$ cat src/snd_pkg.sv
// sound board shared definitions
// sample formats, CPU register map, mixer gains, divider and FIFO sizes
package snd_pkg;

    typedef logic signed [15:0] sample_t;   // signed audio sample
    typedef logic        [9:0]  psg_t;      // raw unsigned tone level
    typedef logic        [7:0]  gain_t;     // 4.4 fixed point, 8'h10 is unity
    typedef logic        [2:0]  reg_addr_t;

    typedef struct packed {
        logic       wr;     // single-cycle write strobe
        reg_addr_t  addr;
        logic [7:0] data;
    } cpu_wr_t;

    typedef struct packed {
        logic fm;
        logic pcm;
        logic psg;
    } ch_en_t;

    // mixer input, one sample per channel plus enables
    typedef struct packed {
        sample_t fm;
        sample_t pcm;
        sample_t psg;
        ch_en_t  en;
    } snd_frame_t;

    localparam reg_addr_t ADDR_FM_LO  = 3'd0;
    localparam reg_addr_t ADDR_FM_HI  = 3'd1;   // commits FM sample
    localparam reg_addr_t ADDR_PCM_LO = 3'd2;
    localparam reg_addr_t ADDR_PCM_HI = 3'd3;   // pushes PCM pair
    localparam reg_addr_t ADDR_TONE   = 3'd4;   // half-period in samples
    localparam reg_addr_t ADDR_CTRL   = 3'd5;

    // control register bits, fxlevel sits in [1:0]
    localparam int CTRL_FM_BIT  = 2;
    localparam int CTRL_PSG_BIT = 3;
    localparam int CTRL_PCM_BIT = 4;

    localparam gain_t FM_GAIN_TABLE [4] = '{8'h18, 8'h20, 8'h28, 8'h30};
    localparam gain_t PCM_GAIN = 8'h10;
    localparam gain_t PSG_GAIN = 8'h10;

    localparam int SAMPLE_DIV = 16;             // clocks per output sample
    localparam int DIV_W      = $clog2(SAMPLE_DIV);
    localparam int FIFO_DEPTH = 8;              // power of two
    localparam int FIFO_AW    = $clog2(FIFO_DEPTH);
    localparam psg_t PSG_AMP  = 10'h200;
    localparam int DCRM_SHIFT = 4;

endpackage

$ cat src/dc_remover.sv
// DC removal for the tone channel
// first-order running average subtracted, result left-justified to 16 bits
`timescale 1ns/1ns

module dc_remover (
    input  logic             clk,
    input  logic             rst_n,
    input  logic             cen,
    input  snd_pkg::psg_t    din,
    output snd_pkg::sample_t dout
);

    snd_pkg::sample_t avg;      // signed running average
    snd_pkg::sample_t din_s;
    snd_pkg::sample_t diff;

    assign din_s = $signed({6'd0, din});
    assign diff  = din_s - avg;

    always_ff @(posedge clk or negedge rst_n) begin
        if (!rst_n) begin
            avg  <= '0;
            dout <= '0;
        end else if (cen) begin
            avg <= avg + (diff >>> snd_pkg::DCRM_SHIFT);
            // +512 would land one past full scale after the shift
            if (diff > 16'sd511)
                dout <= 16'sh7fff;
            else
                dout <= diff <<< 6;
        end
    end

endmodule

$ cat src/pcm_fifo.sv
// PCM sample FIFO
// filled by CPU high-byte writes, drained once per output sample
`timescale 1ns/1ns

module pcm_fifo (
    input  logic             clk,
    input  logic             rst_n,
    input  logic             push,
    input  snd_pkg::sample_t din,
    input  logic             pop,
    output snd_pkg::sample_t dout
);

    snd_pkg::sample_t             mem [snd_pkg::FIFO_DEPTH];
    logic [snd_pkg::FIFO_AW-1:0]  wr_ptr;
    logic [snd_pkg::FIFO_AW-1:0]  rd_ptr;
    logic [snd_pkg::FIFO_AW:0]    count;
    logic                         full;
    logic                         empty;
    logic                         do_push;
    logic                         do_pop;

    assign full    = count == snd_pkg::FIFO_DEPTH;
    assign empty   = count == 0;
    assign do_push = push && !full;     // overflow writes dropped
    assign do_pop  = pop && !empty;

    always_ff @(posedge clk) begin
        if (do_push) mem[wr_ptr] <= din;
    end

    always_ff @(posedge clk or negedge rst_n) begin
        if (!rst_n) begin
            wr_ptr <= '0;
            rd_ptr <= '0;
            count  <= '0;
            dout   <= '0;
        end else begin
            // pointers wrap on their own, depth is a power of two
            if (do_push) wr_ptr <= wr_ptr + 1'b1;
            if (do_pop)  rd_ptr <= rd_ptr + 1'b1;
            case ({do_push, do_pop})
                2'b10:   count <= count + 1'b1;
                2'b01:   count <= count - 1'b1;
                default: count <= count;
            endcase
            if (pop)
                dout <= do_pop ? mem[rd_ptr] : '0;  // underrun gives silence
        end
    end

endmodule

$ cat src/psg_tone.sv
// square tone generator
// toggles between 0 and PSG_AMP every period samples
`timescale 1ns/1ns

module psg_tone (
    input  logic          clk,
    input  logic          rst_n,
    input  logic          cen,
    input  logic [7:0]    period,
    output snd_pkg::psg_t level
);

    logic [7:0] cnt;
    logic [7:0] cnt_nx;

    assign cnt_nx = cnt + 8'd1;

    always_ff @(posedge clk or negedge rst_n) begin
        if (!rst_n) begin
            cnt   <= '0;
            level <= '0;
        end else if (cen) begin
            if (period == 8'd0) begin
                cnt   <= '0;            // silent, output held low
                level <= '0;
            end else if (cnt_nx == period) begin
                cnt   <= '0;
                level <= (level == '0) ? snd_pkg::PSG_AMP : '0;
            end else begin
                cnt <= cnt_nx;
            end
        end
    end

endmodule

$ cat src/snd_board.sv
// sound board output stage
// register file, PCM FIFO, tone channel and mixer on a divided sample rate
`timescale 1ns/1ns

module snd_board (
    input  logic              clk,
    input  logic              rst_n,
    input  snd_pkg::cpu_wr_t  cpu_wr,
    output snd_pkg::sample_t  snd,
    output logic              sample,
    output logic              peak
);

    logic [snd_pkg::DIV_W-1:0] div_cnt;
    logic                      cen_snd;
    snd_pkg::sample_t          fm_smp;
    logic [7:0]                tone_period;
    snd_pkg::ch_en_t           ch_en;
    snd_pkg::gain_t            fm_gain;
    logic                      pcm_push;
    snd_pkg::sample_t          pcm_data;
    snd_pkg::sample_t          pcm_smp;
    snd_pkg::psg_t             psg_raw;
    snd_pkg::sample_t          psg_ac;
    snd_pkg::snd_frame_t       frame;

    // sample rate enable, first pulse SAMPLE_DIV-1 clocks out of reset
    always_ff @(posedge clk or negedge rst_n) begin
        if (!rst_n)
            div_cnt <= '0;
        else if (cen_snd)
            div_cnt <= '0;
        else
            div_cnt <= div_cnt + 1'b1;
    end

    assign cen_snd = div_cnt == snd_pkg::SAMPLE_DIV - 1;

    snd_regs u_regs (
        .clk         ( clk         ),
        .rst_n       ( rst_n       ),
        .cpu_wr      ( cpu_wr      ),
        .fm_smp      ( fm_smp      ),
        .tone_period ( tone_period ),
        .ch_en       ( ch_en       ),
        .fm_gain     ( fm_gain     ),
        .pcm_push    ( pcm_push    ),
        .pcm_data    ( pcm_data    )
    );

    pcm_fifo u_fifo (
        .clk   ( clk      ),
        .rst_n ( rst_n    ),
        .push  ( pcm_push ),
        .din   ( pcm_data ),
        .pop   ( cen_snd  ),
        .dout  ( pcm_smp  )
    );

    psg_tone u_tone (
        .clk    ( clk         ),
        .rst_n  ( rst_n       ),
        .cen    ( cen_snd     ),
        .period ( tone_period ),
        .level  ( psg_raw     )
    );

    dc_remover u_dcrm (
        .clk   ( clk     ),
        .rst_n ( rst_n   ),
        .cen   ( cen_snd ),
        .din   ( psg_raw ),
        .dout  ( psg_ac  )
    );

    assign frame.fm  = fm_smp;
    assign frame.pcm = pcm_smp;
    assign frame.psg = psg_ac;
    assign frame.en  = ch_en;

    snd_mixer u_mixer (
        .clk     ( clk     ),
        .rst_n   ( rst_n   ),
        .cen     ( cen_snd ),
        .frame   ( frame   ),
        .fm_gain ( fm_gain ),
        .snd     ( snd     ),
        .sample  ( sample  ),
        .peak    ( peak    )
    );

endmodule

$ cat src/snd_mixer.sv
// three channel mixer
// 4.4 gains, channel enables, saturation to 16 bits and peak flag
`timescale 1ns/1ns

module snd_mixer (
    input  logic                clk,
    input  logic                rst_n,
    input  logic                cen,
    input  snd_pkg::snd_frame_t frame,
    input  snd_pkg::gain_t      fm_gain,
    output snd_pkg::sample_t    snd,
    output logic                sample,
    output logic                peak
);

    logic               cen_d;      // sources settled one clock after cen
    logic signed [20:0] fm_sc;
    logic signed [20:0] pcm_sc;
    logic signed [20:0] psg_sc;
    logic signed [22:0] acc;        // wide enough for three full-scale terms
    logic               over;
    logic               under;

    // gain in 4.4, product shifted back by the fraction bits
    function automatic logic signed [20:0] scale(
        input snd_pkg::sample_t s,
        input snd_pkg::gain_t   g,
        input logic             en
    );
        logic signed [24:0] prod;
        prod = s * $signed({1'b0, g});
        return en ? prod[24:4] : '0;
    endfunction

    assign fm_sc  = scale(frame.fm,  fm_gain,           frame.en.fm);
    assign pcm_sc = scale(frame.pcm, snd_pkg::PCM_GAIN, frame.en.pcm);
    assign psg_sc = scale(frame.psg, snd_pkg::PSG_GAIN, frame.en.psg);

    assign acc   = fm_sc + pcm_sc + psg_sc;
    assign over  = acc > 23'sd32767;
    assign under = acc < -23'sd32768;

    always_ff @(posedge clk or negedge rst_n) begin
        if (!rst_n) begin
            cen_d  <= 1'b0;
            sample <= 1'b0;
            snd    <= '0;
            peak   <= 1'b0;
        end else begin
            cen_d  <= cen;
            sample <= cen_d;
            if (cen_d) begin
                peak <= over || under;
                if (over)
                    snd <= 16'sh7fff;
                else if (under)
                    snd <= 16'sh8000;
                else
                    snd <= acc[15:0];
            end
        end
    end

endmodule

$ cat src/snd_regs.sv
// sound CPU register file
// FM sample, tone period, control bits and the fxlevel to FM gain lookup
`timescale 1ns/1ns

module snd_regs (
    input  logic              clk,
    input  logic              rst_n,
    input  snd_pkg::cpu_wr_t  cpu_wr,
    output snd_pkg::sample_t  fm_smp,
    output logic [7:0]        tone_period,
    output snd_pkg::ch_en_t   ch_en,
    output snd_pkg::gain_t    fm_gain,
    output logic              pcm_push,
    output snd_pkg::sample_t  pcm_data
);

    logic [7:0] fm_lo;      // low byte staging
    logic [7:0] pcm_lo;
    logic       wr_fm_lo;
    logic       wr_fm_hi;
    logic       wr_pcm_lo;
    logic       wr_pcm_hi;
    logic       wr_tone;
    logic       wr_ctrl;

    assign wr_fm_lo  = cpu_wr.wr && (cpu_wr.addr == snd_pkg::ADDR_FM_LO);
    assign wr_fm_hi  = cpu_wr.wr && (cpu_wr.addr == snd_pkg::ADDR_FM_HI);
    assign wr_pcm_lo = cpu_wr.wr && (cpu_wr.addr == snd_pkg::ADDR_PCM_LO);
    assign wr_pcm_hi = cpu_wr.wr && (cpu_wr.addr == snd_pkg::ADDR_PCM_HI);
    assign wr_tone   = cpu_wr.wr && (cpu_wr.addr == snd_pkg::ADDR_TONE);
    assign wr_ctrl   = cpu_wr.wr && (cpu_wr.addr == snd_pkg::ADDR_CTRL);

    always_ff @(posedge clk) begin
        if (wr_fm_lo)  fm_lo  <= cpu_wr.data;
        if (wr_pcm_lo) pcm_lo <= cpu_wr.data;
        if (wr_pcm_hi) pcm_data <= {cpu_wr.data, pcm_lo};
    end

    always_ff @(posedge clk or negedge rst_n) begin
        if (!rst_n) begin
            fm_smp      <= '0;
            tone_period <= '0;      // tone held low
            ch_en       <= '0;
            fm_gain     <= snd_pkg::FM_GAIN_TABLE[0];
            pcm_push    <= 1'b0;
        end else begin
            pcm_push <= wr_pcm_hi;  // one pulse per high byte
            if (wr_fm_hi)
                fm_smp <= {cpu_wr.data, fm_lo};
            if (wr_tone)
                tone_period <= cpu_wr.data;
            if (wr_ctrl) begin
                ch_en.fm  <= cpu_wr.data[snd_pkg::CTRL_FM_BIT];
                ch_en.pcm <= cpu_wr.data[snd_pkg::CTRL_PCM_BIT];
                ch_en.psg <= cpu_wr.data[snd_pkg::CTRL_PSG_BIT];
                // gain looked up straight from the written fxlevel
                fm_gain   <= snd_pkg::FM_GAIN_TABLE[cpu_wr.data[1:0]];
            end
        end
    end

endmodule

$ cat config.mk
export PLATFORM = sky130hd
export DESIGN_NAME = snd_board
export DESIGN_NICKNAME = d
export VERILOG_FILES = /design/src/snd_pkg.sv /design/src/dc_remover.sv /design/src/pcm_fifo.sv /design/src/psg_tone.sv /design/src/snd_board.sv /design/src/snd_mixer.sv /design/src/snd_regs.sv
export SDC_FILE = /design/constraint.sdc
export NUM_CORES = 1
export LEC_CHECK = 0
export ABC_CLOCK_PERIOD_IN_PS = 9800
export BUFFER_PORTS_ARGS = -buffer_cell sky130_fd_sc_hd__buf_2
export CAP_MARGIN = 20
export CORE_MARGIN = 4
export CORE_UTILIZATION = 55
export DETAILED_ROUTE_END_ITERATION = 16
export PLACE_DENSITY = 0.71
export SLEW_MARGIN = 20
export SYNTH_ARGS = -nofsm -noshare
export SYNTH_HDL_FRONTEND = slang
export SYNTH_HIERARCHICAL = 1
export SYNTH_SLANG_ARGS = --single-unit
$ cat constraint.sdc
create_clock -name clk -period 9.8 [get_ports clk]
set_input_delay 0.49 -clock clk [delete_from_list [all_inputs] [get_ports clk]]
set_output_delay 0.49 -clock clk [all_outputs]
set_load 0.01 [all_outputs]
Word-level counts from Yosys, hierarchy flattened
Memory sizes are Yosys's and may differ from the RTL's.
Index checks and enable logic that the tools add are counted.

cells by class
  equal/unequal tests = 10
  add/sub/neg operators = 10
  bitwise gates (word level) = 1
  divide/modulo/power cells = 0
  muxes and demuxes = 19
  $mul = 1
  order comparisons = 4
  shift-type cells = 0
  reduce and logical (&&, ||, !) cells = 18

operators with widths
  kind                                                  number
  2-to-1 mux 16 bit                                     4
  2-to-1 mux 21 bit                                     3
  2-to-1 mux 8 bit                                      4
  2-to-1 mux 10 bit                                     3
  multiplier 16 x 9 -> 25 bit                           1
  adder 22 x 21 -> 23 bit                               1
  > comparator 23 x 16 -> 1 bit, second input constant  1
  < comparator 23 x 16 -> 1 bit, second input constant  1
  adder 21 x 21 -> 22 bit                               1
  adder 16 x 12 -> 16 bit                               1
  binary-select mux 8 bit (select 2 bit)                1
  > comparator 16 x 10 -> 1 bit, second input constant  1
  subtractor 11 x 16 -> 16 bit                          1
  logical NOT 10 bit                                    1
  adder 4 x 1 -> 4 bit, second input constant           2
  adder 8 x 1 -> 8 bit, second input constant           1
  == test 4 bit, second input constant                  2
  == test 8 bit                                         1
  logical AND 1 bit                                     8
  logical NOT 8 bit                                     1
  case mux 4 bit (2 select lines)                       1
  adder 3 x 1 -> 3 bit, second input constant           2
  == test 3 x 2 -> 1 bit, second input constant         2
  == test 3 bit, second input constant                  2
  other kinds (14)                                      17

storage, ports and cells
  memories = 1
  input port bits = 14
  register bits after elaboration = 167
  logic and storage cells = 87
  output and inout bits = 18
  bits in read-only memories = 0
  RAM bits = 128
  latch bits = 0

memories
  memory      depth  width  rd ports  clocked after memory_dff  write ports  RTL line        text
  u_fifo.mem  8      16     1         0                         1            pcm_fifo.sv:14  snd_pkg::sample_t mem [snd_pkg::FIFO_DEPTH];

Longest topological paths before layout
Gate-level depths: netlist of the first run.

  depth after elaboration = 7
  gate-level depth with buffers = 35

By module
Netlist of the first run, hierarchy kept.

modules (own cells, without submodules)
  module      instances  cells an instance  area an instance (um^2)  sequential area each (um^2)
  snd_mixer   1          844                7040.5                   475.5
  pcm_fifo    1          349                6065.8                   4494.3
  dc_remover  1          293                2509.9                   675.6
  snd_regs    1          117                2302.2                   1739.2
  psg_tone    1          80                 769.5                    225.2
  snd_board   1          13                 168.9                    100.1

Worst setup path before layout of the first run
OpenSTA, ideal clock, no wires.

  path type = reg2reg
  start = register u_regs.fm_gain[4]
  end = register u_mixer.snd[6]
  setup time = 83 ps
  clock period less this slack = 7416 ps
  data arrival time = 7333 ps
  required time = 9717 ps
  cell stages (with the launch flop) = 30
  path buffers = 2
  setup slack = 2384 ps
  cells stage by stage = dfstp_2 clkbuf_1 and2_1 fa_1 fa_1 fa_1 inv_1 fa_1 inv_1 ha_1 nand2_1 o21ai_0 a211oi_1 or2_2 o21bai_1 xor2_1 and2_1 fa_1 ha_1 a21oi_1 and2_2 a22o_2 a21o_2 o311a_1 nor3_1 nand4_1 or3_4 a21bo_4 buf_6 o22ai_1

on the way
  longest elaborated chain between the ends = 7
  elaborated cells between the ends (all ways) = 8
  classes of those cells = 2 x add/sub; 1 x mul; 2 x order compare; 3 x mux

ends and longest elaborated chain
  what                             RTL line         text
  start: declaration               snd_regs.sv:12   output snd_pkg::gain_t fm_gain,
  start signal: assignment         snd_regs.sv:44   fm_gain <= snd_pkg::FM_GAIN_TABLE[0];
  start signal: assignment         snd_regs.sv:57   fm_gain <= snd_pkg::FM_GAIN_TABLE[cpu_wr.data[1:0]];
  multiplier 16 x 9 -> 25 bit (*)  snd_mixer.sv:31  prod = s * $signed({1'b0, g});
  2-to-1 mux 21 bit (*)            snd_mixer.sv:32  return en ? prod[24:4] : '0;
  adder 21 x 21 -> 22 bit (*)      snd_mixer.sv:39  assign acc = fm_sc + pcm_sc + psg_sc;
  adder 22 x 21 -> 23 bit (*)      snd_mixer.sv:39
  < comparator 23 x 16 -> 1 bit    snd_mixer.sv:41  assign under = acc < -23'sd32768;
  2-to-1 mux 16 bit                snd_mixer.sv:56  else if (under)
  2-to-1 mux 16 bit (*)            snd_mixer.sv:54  if (over)
  end signal: assignment           snd_mixer.sv:59  snd <= acc[15:0];
  end: declaration                 snd_mixer.sv:11  output snd_pkg::sample_t snd,

Mark *: on every way between the ends. The rest lies on a longest branch, timed or not.
A chain may end at the register's enable or synchronous reset.

Worst setup path after layout of the first run
  start = register u_regs.fm_gain[4]
  end = register u_mixer.snd[14]

The elaborated chain is that of the path after synthesis.

==> metrics.yaml, run 1 <==
status: "finished clean"
finalMaxSlewViolations: 0
cp-startpoint: "u_regs/fm_gain[4]"
drive_above_1_share: 0.110
hold_depth: 1
drc: 0
syn_area_um2: 18900
core.rowCount: 67
min_period_ns: 7.83
grtUsageTotal: 0.212
postSynthCellCount: 1696
finalHoldViolCount: 0
arrival_ns: 8.25
synth.area.mux_share: 0.0666
synth-adder-area-share: 0.203
wire_per_inst_um: 17.4
timing.rr.start: "u_regs/fm_gain[4]"
n_fill_cell: 2745
viasPerCell: 5.49
critPathKind: "register to register"
antenna_left: 0
clock_path_buffers: 3
initial_core_util: 0.560
antenna_found_initial: 1
avgSynthCellArea_um2: 11.1
numCtsBuffers: 31
clkLatencyLatePin_ns: 0.56
synth_compound_area_frac: 0.0959
vias: 12055
yosys.area.top_type: "edfxtp_1"
ff2ff_path_depth: 26
relSlewSlack: 0.300
fin_crit_sh: 0.799
totalWireLength_mm: 38.3
yosysWarnings: 6
grt_pass1_vias: 12169
synth-simple-area-share: 0.123
yosysSeqAreaShare: 0.409
clkSinkCount: 276
ys_ff_latch: 276
crit_path_start_kind: "register"
clkTransAtPathRegs_ns: 0.06
hold_path_startpoint: "cpu_wr[6]"
antennaDiodeCount: 0
synth_cell_type_count: 100
synthXorXnorAreaFrac: 0.0326
post_cts_resized: 0
synthFlopType: "edfxtp_1"
timing.fmax_mhz: 128
cp.required_ns: 10.22
postCtsSetupBuffers: 0
synth_top_area_frac: 0.255
coreArea_um2: 33700
hold_class: "input pin to register"
overflow: 0
rsz0062_at_grt: "false"
endpoint_kind: "register"
first_iter_violations: 783
max_slew.worst_pin.slew_ns: 1.05
clockRootBuffer: "clkbuf_16"
setup_viol: 0
dp_hpwl_mm: 27.8
port_buffers: 31
grt_max_degree: 63
die_x_um: 193
gp_congestion: 0.819
h-tree-depth: 1
cap_violations: 0
async_flop_share: 0.420
fin_setup_tns_ns: 0
ioPinCount: 32
final_nets: 1967
tritoncts: "done"
ys_top_cells_by_area: "edfxtp_1 (25%), dfrtp_1 (15%), fa_1 (13%)"
die_area_um2: 37300
synth_top_family_by_area: "adder cells"
first_pass_iters: 5
synth-edff-count: 160
grt_pass1_wl_mm: 63.2
clock_skew_ns: 0.0263
crit_fanout: 17
die_h_um: 193
areaGrowthSynthToFinish_pct: 8.14
-- cell usage in the layout (no fill, tap or decap), drive strengths merged, types with 22 or more instances in the layout --
cell	synthesis	routed
nand3	33	33
xnor2	45	45
ha	104	104
clkbuf	18	44
o21ai	69	69
edfxtp	160	160
inv	243	246
nand2b	22	22
buf	43	44
a21oi	57	57
nor3	24	24
nor2	72	72
dfrtp	114	114
fa	126	126
mux2	34	34
nand2	158	158
and2	80	80
mux2i	47	47
-- through the flow --
step | hold WS, ns | worst slack, ns | instance area, um2 | instances | util
3_5_place_dp | 0.412 | 2.02 | 19300 | 2137 | 0.574
5_1_grt | 0.231 | 1.43 | 20400 | 2196 | 0.605
3_3_place_gp | 0.404 | 1.89 | 19300 | 2137 | 0.574
2_1_floorplan | 0.194 | 2.38 | 18900 | 1708 | -
6_report | 0.261 | 1.97 | 20400 | 2196 | 0.605
4_1_cts | 0.227 | 2.01 | 20400 | 2196 | 0.605
-- cell type report --
| cell class | count | area (um2) | area share |
|---|---|---|---|
| clock buffers | 44 | 895 | 0.0439 |
| clock inverters | 14 | 141 | 0.00693 |
| inverters | 243 | 912 | 0.0447 |
| multi-input cells | 1126 | 9910 | 0.486 |
| flip-flops and latches | 276 | 7710 | 0.378 |
| well taps | 448 | 561 | 0.0275 |
| repair buffers | 45 | 265 | 0.0130 |
-- timing repair --
action	4_1_cts	5_1_grt
hold endpoints to repair	3	0
endpoints found under the setup margin	0	0
hold buffers	1	0
-- registers in the layout, summed over array words and instances (netlist names), 3 cells and up --
register,flops
u_regs/tone_period,8
u_fifo/dout,16
u_regs/fm_gain,3
u_regs/pcm_data,16
div_cnt,4
u_fifo/rd_ptr,3
u_fifo/mem,128
u_regs/pcm_lo,8
u_regs/fm_smp,16
u_dcrm/avg,16
u_mixer/snd,16
u_regs/fm_lo,8
u_regs/ch_en,3
u_fifo/count,4
u_fifo/wr_ptr,3
u_dcrm/dout,11
u_tone/cnt,8
-- synth_stat cells, types with 23 or more instances --
cell / number
inv_1: 243
edfxtp_1: 160
nand2_1: 158
fa_1: 126
dfrtp_1: 114
ha_1: 104
and2_1: 78
nor2_1: 71
a21oi_1: 55
mux2i_1: 47
o21ai_0: 46
xnor2_1: 45
nand3_1: 32
mux2_2: 24
nor3_1: 23
-- worst paths after layout --
kind / slack, ns / end
max in group asynchronous: 7.93 / u_regs/fm_smp[14]
worst min-delay path: 0.26 / u_regs/fm_lo[6]
min in group asynchronous: 0.52 / u_fifo/rd_ptr[0]
worst max register to register: 1.97 / u_mixer/snd[14]
worst min register to register: 0.41 / u_regs/pcm_data[5]
worst max-delay path: 1.97 / u_mixer/snd[14]
-- routing by layer --
metal  track usage  vias to the layer above  wire, um
met4        0.0330                        0       457
met2         0.340                      263     17600
met3        0.0310                       28      1910
met1         0.316                     5953     18300
met5             0                        -         0
li1              -                     5811         -
-- worst max-delay path, cell delays in order (launching register included) --
cell and delay, ns:
dfstp_2 0.67, and2_1 0.19, fa_1 0.44, fa_1 0.47, fa_1 0.55, inv_1 0.05, fa_1 0.53, inv_1 0.04
ha_1 0.35, o21ai_0 0.31, o21ai_0 0.16, a31oi_1 0.33, xnor2_1 0.16, nand2_1 0.10, fa_1 0.56, inv_1 0.04
ha_1 0.23, a211oi_1 0.18, nand2_1 0.08, a221oi_1 0.41, o21a_1 0.34, o31ai_1 0.13, xor2_1 0.16, nor4_1 0.44
a31oi_2 0.37, nor3_1 0.31, o22ai_1 0.09
-- kinds of logic after synthesis --
family                   Yosys count
AND/OR/NAND/NOR                  455
adder cells (fa/ha/maj)          230
AO/OA/AOI/OAI                    263
multiplexers                      97
XOR/XNOR                          67
buffers and inverters            306
other                              2
flip-flops                       276
Power of run 1 is left out: the tool's default activity adds up to more than one toggle a clock period on the data nets, which glitch-free logic cannot reach.
==> run 2: changes to the inputs <==
--- a/config.mk
+++ b/config.mk
@@ -5,13 +5,13 @@
 export SDC_FILE = /design/constraint.sdc
 export NUM_CORES = 1
 export LEC_CHECK = 0
-export ABC_CLOCK_PERIOD_IN_PS = 9800
+export ABC_CLOCK_PERIOD_IN_PS = 6900
 export BUFFER_PORTS_ARGS = -buffer_cell sky130_fd_sc_hd__buf_2
 export CAP_MARGIN = 20
 export CORE_MARGIN = 4
 export CORE_UTILIZATION = 55
 export DETAILED_ROUTE_END_ITERATION = 16
-export PLACE_DENSITY = 0.71
+export PLACE_DENSITY = 0.74
 export SLEW_MARGIN = 20
 export SYNTH_ARGS = -nofsm -noshare
 export SYNTH_HDL_FRONTEND = slang
==> constraint.sdc (replaced) <==
create_clock -name clk -period 6.9 [get_ports clk]
set_input_delay 0.345 -clock clk [delete_from_list [all_inputs] [get_ports clk]]
set_output_delay 0.345 -clock clk [all_outputs]
set_load 0.01 [all_outputs]
==> run 2 against run 1 <==
  * The flow now finishes with violations (negative setup slack)
  * First-iteration DRC count grew 29%
  * Critical path depth grew 4
  * Routed wire length is 8.2% higher
  * Die area unchanged
  * Global-route usage is 1.5 points higher
  * Design area increased by 6.9%
  * Largest cell class unchanged
  * Highest routed layer unchanged
==> metrics.yaml, run 2 (same netlist as run 1, synthesis figures left out) <==
ioPinCount: 32  # unchanged
dp_hpwl_mm: 28.9  # +4.1%
clock_path_buffers: 3  # unchanged
tritoncts: "done"
clkSinkCount: 276  # unchanged
fin_setup_tns_ns: -4.11  # -4.11 ns
status: "finished with violations"
grtUsageTotal: 0.227  # +0.0154
antennaDiodeCount: 0  # unchanged
fin_crit_sh: 1.04  # +0.242
clkLatencyLatePin_ns: 0.57  # about the same
wire_per_inst_um: 17.9  # +2.8%
antenna_left: 0  # unchanged
grt_pass1_vias: 13005  # +6.9%
antenna_found_initial: 1  # unchanged
crit_top_cell: "fa_1"
fin_ws_ns: -0.282  # -2.26 ns
crit_path_start_kind: "register"
overflow: 0  # unchanged
port_buffers: 31  # unchanged
arrival_ns: 7.66  # -0.59 ns
coreArea_um2: 33700  # unchanged
gp_congestion: 0.862  # +5.2%
die_h_um: 193  # unchanged
initial_core_util: 0.560  # unchanged
cp.required_ns: 7.38  # -2.84 ns
setup_viol: 16  # +16
crit_fanout: 7  # -10
totalWireLength_mm: 41.4  # +8.2%
drive_above_1_share: 0.211  # +0.102
clock_skew_ns: 0.0233  # -0.00300 ns
hold_class: "input pin to register"
die_x_um: 193  # unchanged
largest-register: "u_fifo/mem"
viasPerCell: 5.52  # +0.52%
drc: 0  # unchanged
critPathKind: "register to register"
grt_max_degree: 75  # +19%
cap_violations: 0  # unchanged
max_stage_delay_ns: 0.61  # -0.06 ns
failed_checks: "negative setup slack"
min_period_ns: 7.18  # -0.645 ns
first_iter_violations: 1012  # +29%
largest_reg_flops: 128  # unchanged
h-tree-depth: 1  # unchanged
numCtsBuffers: 29  # -6.5%
grt_pass1_wl_mm: 67.6  # +6.9%
first_pass_iters: 5  # unchanged
clockRootBuffer: "clkbuf_16"
areaGrowthSynthToFinish_pct: 15.6
rsz0062_at_grt: "true"
finalHoldViolCount: 0  # unchanged
timing.fmax_mhz: 139  # +9.0%
mostFrequentLayoutCells: "inv_1 (234), edfxtp_1 (160), nand2_1 (153), fa_1 (124), buf_4 (123)"
clkTransAtPathRegs_ns: 0.06  # about the same
crit_slowest_cell: "dfstp_2"
endpoint_kind: "register"
max_slew.worst_pin.slew_ns: 1.11  # +0.0667 ns
vias: 12752  # +5.8%
core.rowCount: 67  # unchanged
final_common_cell: "inv_1"
final_nets: 2084  # +5.9%
finalMaxSlewViolations: 0  # unchanged
relSlewSlack: 0.258  # -0.0422
die_area_um2: 37300  # unchanged
[run 2: cell types whose count changed in the layout (fill, tap and decap cells not counted), sizes merged]
| cell | previous run | this run |
|---|---|---|
| buf | 44 | 162 |
| clkbuf | 44 | 35 |
| clkinv | 6 | 9 |
| inv | 246 | 248 |
| a21bo | 1 | 2 |
| bufinv | 2 | 3 |
| clkinvlp | 3 | 2 |
[run 2: final timing paths]
kind                              startpoint                 end  slack (ns)  depth (start not counted)
hold / removal                     cpu_wr[0]    u_regs/pcm_lo[0]        0.10                          1
max in group asynchronous              rst_n   u_regs/fm_gain[5]        5.29                          3
min in group asynchronous              rst_n          div_cnt[2]        0.40                          2
setup reg to reg           u_regs/fm_gain[4]      u_mixer/snd[1]       -0.28                         30
hold reg to reg             u_regs/pcm_lo[6]  u_regs/pcm_data[6]        0.41                          0
setup / recovery           u_regs/fm_gain[4]      u_mixer/snd[1]       -0.28                         30
[run 2: layer usage]
metal	vias to the layer above	GRT usage	wire length [um]
li1	6041	-	-
met2	332	0.360	19100
met4	0	0.0515	824
met3	57	0.0315	2480
met5	-	0	0
met1	6322	0.338	19000
[run 2: area by class of cell]
cell class	count	area, um2
inverters	243	915
fillers	2554	11900
repair buffers	163	1180
clock inverters	19	204
flip-flops and latches	276	7710
multi-input cells	1127	10400
well taps	448	561
clock buffers	35	773
[run 2: worst max-delay path: cells and delay by family (launching register included)]
kind,cells,cell delay [ns]
adder cells (fa/ha/maj),7,3.11
AND/OR/NAND/NOR,8,1.34
buffers and inverters,8,0.81
AO/OA/AOI/OAI,7,1.17
flip-flops,1,0.61
[run 2: timing repair]
item,in CTS,in global routing
setup buffers,15,9
endpoints found under the setup margin,16,17
pin swaps,62,38
resized for setup,62,39
hold buffers,1,0
cloned,2,0
hold endpoints to repair,65,0
[run 2: per-stage QoR]
stage	util	cell area (um2)	hold WS, ns	setup WS, ns	cells
2_1_floorplan	-	19100	0.0494	0.0178	1708
3_3_place_gp	0.599	20200	0.402	-0.180	2231
3_5_place_dp	0.599	20200	0.405	-0.378	2231
4_1_cts	0.640	21600	0.0822	-0.151	2303
5_1_grt	0.647	21800	0.0851	-0.593	2311
6_report	0.647	21800	0.103	-0.282	2311
Power of run 2 is left out for the same reason.
==> run 3: changes to the inputs <==
--- a/config.mk
+++ b/config.mk
@@ -15,5 +15,4 @@
 export SLEW_MARGIN = 20
 export SYNTH_ARGS = -nofsm -noshare
 export SYNTH_HDL_FRONTEND = slang
-export SYNTH_HIERARCHICAL = 1
 export SYNTH_SLANG_ARGS = --single-unit
==> run 3 against run 2 <==
  * The flow now finishes without violations
  * Synthesized area down 20%
  * Synthesized cell count fell by 28%
  * Critical path depth shrank 3
  * Critical path type unchanged
  * Highest routed layer is now met5
==> metrics.yaml, run 3 <==
status: "finished clean"
hold_ws_ns: 0.0534  # -0.0491 ns
endpoint_kind: "register"
cap_violations: 0  # unchanged
clock_skew_ns: 0.0481  # +0.0248 ns
critPathKind: "register to register"
viasPerCell: 5.75  # +4.2%
antenna_left: 0  # unchanged
ys_ff_latch: 276  # unchanged
ys_top_cells_by_area: "edfxtp_1 (32%), dfrtp_1 (19%), ha_1 (8.3%)"
async_flop_share: 0.420  # unchanged
drive_above_1_share: 0.164  # -0.0478
ioPinCount: 32  # unchanged
final_common_cell: "nand2_1"
avgSynthCellArea_um2: 12.3  # +11%
crit_path_start_kind: "register"
setup_viol: 0  # -16
crit_fanout: 16  # +9
h-tree-depth: 1  # unchanged
grt_pass1_wl_mm: 49.3  # -27%
drc: 0  # unchanged
cp.required_ns: 7.31  # -0.07 ns
relSlewSlack: 0.218  # -0.0404
tritoncts: "done"
syn_nets: 1376
coreArea_um2: 27000  # -20%
fin_ws_ns: 0.339  # +0.621 ns
grt_pass1_vias: 9313  # -28%
core.rowCount: 60  # -10%
syn_area_um2: 15100  # -20%
hold_depth: 1  # unchanged
wire_per_inst_um: 18.5  # +3.2%
clkTransAtPathRegs_ns: 0.06  # about the same
fin_crit_sh: 0.951  # -0.0900
first_pass_iters: 5  # unchanged
yosysMostFrequentCell: "nand2_1"
clock_path_buffers: 3  # unchanged
hold_class: "input pin to register"
leakage_nw: 7.06
post_dp_cell_area_um2: 15700  # -22%
place_inst: 1574  # -29%
areaGrowthSynthToFinish_pct: 11.8
yosysSeqAreaShare: 0.512  # +0.103
finalMaxSlewViolations: 0  # unchanged
gp_congestion: 0.844  # -2.1%
die_x_um: 173  # -10%
mostFrequentLayoutCells: "nand2_1 (163), edfxtp_1 (160), dfrtp_1 (112), ha_1 (95), inv_1 (80)"
power_density_nw_per_um2: 421
totalWireLength_mm: 30.1  # -27%
final_area_um2: 16800  # -23%
synth_top_area_frac: 0.319  # +0.0644
synth_cell_type_count: 71  # -29%
largest-register: "u_fifo.mem"
initial_core_util: 0.559  # -0.000964
fin_util: 0.624  # -0.0225
antenna_found_initial: 1  # unchanged
max_slew.worst_pin.slew_ns: 1.17  # +0.0605 ns
yosys.area.top_type: "edfxtp_1"
min_period_ns: 6.56  # -0.621 ns
clkSinkCount: 276  # unchanged
overflow: 0  # unchanged
yosysWarnings: 0  # -6
antennaDiodeCount: 0  # unchanged
finalHoldViolCount: 0  # unchanged
port_buffers: 31  # unchanged
peakVddDrop_v: 0.000240
preCtsSetupSlack_ns: 0.144  # +0.522 ns
ff2ff_path_depth: 27  # -10%
numCtsBuffers: 28  # -3.4%
clkLatencyLatePin_ns: 0.57  # about the same
die_h_um: 173  # -10%
die_area_um2: 30100  # -19%
largest_reg_flops: 128  # unchanged
stdcell_count: 1630  # -29%
grtUsageTotal: 0.199  # -0.0277
timing.fmax_mhz: 152  # +9.5%
synthFlopType: "edfxtp_1"
netlist_top_cells_count: "nand2_1 (163), edfxtp_1 (160), dfrtp_1 (114)"
dp_hpwl_mm: 20.4  # -29%
synth-edff-count: 160  # unchanged
first_iter_violations: 510  # -50%
postSynthCellCount: 1220  # -28%
vias: 9375  # -26%
final_nets: 1423  # -32%
arrival_ns: 6.97  # -0.69 ns
clockRootBuffer: "clkbuf_16"
grt_max_degree: 61  # -19%
==> run 3: changes by cell type in the layout (fill, tap and decap cells not counted), sizes merged, moves of 10 or more <==
cell	delta
mux4	+16
mux2i	-28
nand2b	-16
nor2	-28
xor2	+14
o22ai	-19
o21ai	-10
and2	-52
a22oi	-10
fa	-84
inv	-168
nand3	-19
buf	-111
conb	-14
==> run 3: repair_timing <==
item	in CTS	in global routing
endpoints found under the setup margin	0	16
resized for setup	0	25
endpoints found under the hold margin	56	0
hold buffers	1	0
setup buffers	0	2
==> run 3: path summary, 6_finish.rpt <==
path | slack [ns] | from | end
min | 0.05 | cpu_wr[5] | u_regs.pcm_data[13]
max reg2reg | 0.34 | u_regs.fm_gain[3] | u_mixer.peak
min reg2reg | 0.43 | u_regs.pcm_lo[2] | u_regs.pcm_data[2]
max in group asynchronous | 5.23 | rst_n | u_dcrm.dout[15]
min in group asynchronous | 0.41 | rst_n | u_fifo.wr_ptr[0]
max | 0.34 | u_regs.fm_gain[3] | u_mixer.peak
==> run 3: cells by family after synthesis <==
group                    after synthesis  share of synthesized area
AND/OR/NAND/NOR                      328                      0.103
adder cells (fa/ha/maj)              142                      0.139
flip-flops                           276                      0.512
multiplexers                          79                     0.0814
XOR/XNOR                              74                     0.0431
AO/OA/AOI/OAI                        205                     0.0913
buffers and inverters                116                     0.0304
==> run 3: metal layers <==
layer  up-vias  GRT usage  routed length, um
li1       4489          -                  -
met1      4624      0.291              13700
met2       219      0.326              14400
met3        41     0.0260               1430
met4         2     0.0422                570
met5         -          0                 13
==> run 3: final cells by class <==
type | count | area (um2)
fillers | 2038 | 10100
flip-flops and latches | 276 | 7710
multi-input cells | 828 | 7060
clock buffers | 37 | 796
well taps | 341 | 427
repair buffers | 52 | 342
inverters | 81 | 304
clock inverters | 15 | 183
==> run 3: critical path: stages (launching register included) <==
cell and delay (ns):
dfstp_2 0.54, buf_4 0.18, and2_1 0.15, fa_1 0.41, ha_1 0.29, ha_1 0.20, ha_1 0.21, fa_1 0.41
a21o_1 0.20, a21o_1 0.21, a21oi_2 0.16, o21ai_1 0.11, nand4_1 0.12, a31oi_1 0.14, a41o_1 0.31, nor3b_2 0.21
fa_1 0.44, ha_1 0.32, buf_4 0.17, nand2_1 0.06, nor2_1 0.05, or4_1 0.42, o22ai_2 0.21, xnor2_1 0.22
and4_1 0.23, a32o_2 0.20, buf_12 0.16, a21oi_1 0.08
==> run 3: through the flow <==
stage | setup TNS, ns | total power [W]
6_report | 0 | 0.00709
5_1_grt | -0.0381 | 0.00764
4_1_cts | 0 | 0.00702
3_5_place_dp | 0 | 0.00543
3_3_place_gp | 0 | 0.00534
2_1_floorplan | 0 | 0.00468
==> run 3: power breakdown <==
group | total, W | switching (W) | internal [W] | leakage [nW]
Combinational | 0.00321 | 0.00177 | 0.00144 | 3.76
Clock | 0.00156 | 0.000629 | 0.000928 | 0.478
Sequential | 0.00232 | 0.000323 | 0.00199 | 2.82
Total | 0.00709 | 0.00273 | 0.00436 | 7.06
No activity file was read; power rests on OpenSTA's default activity.
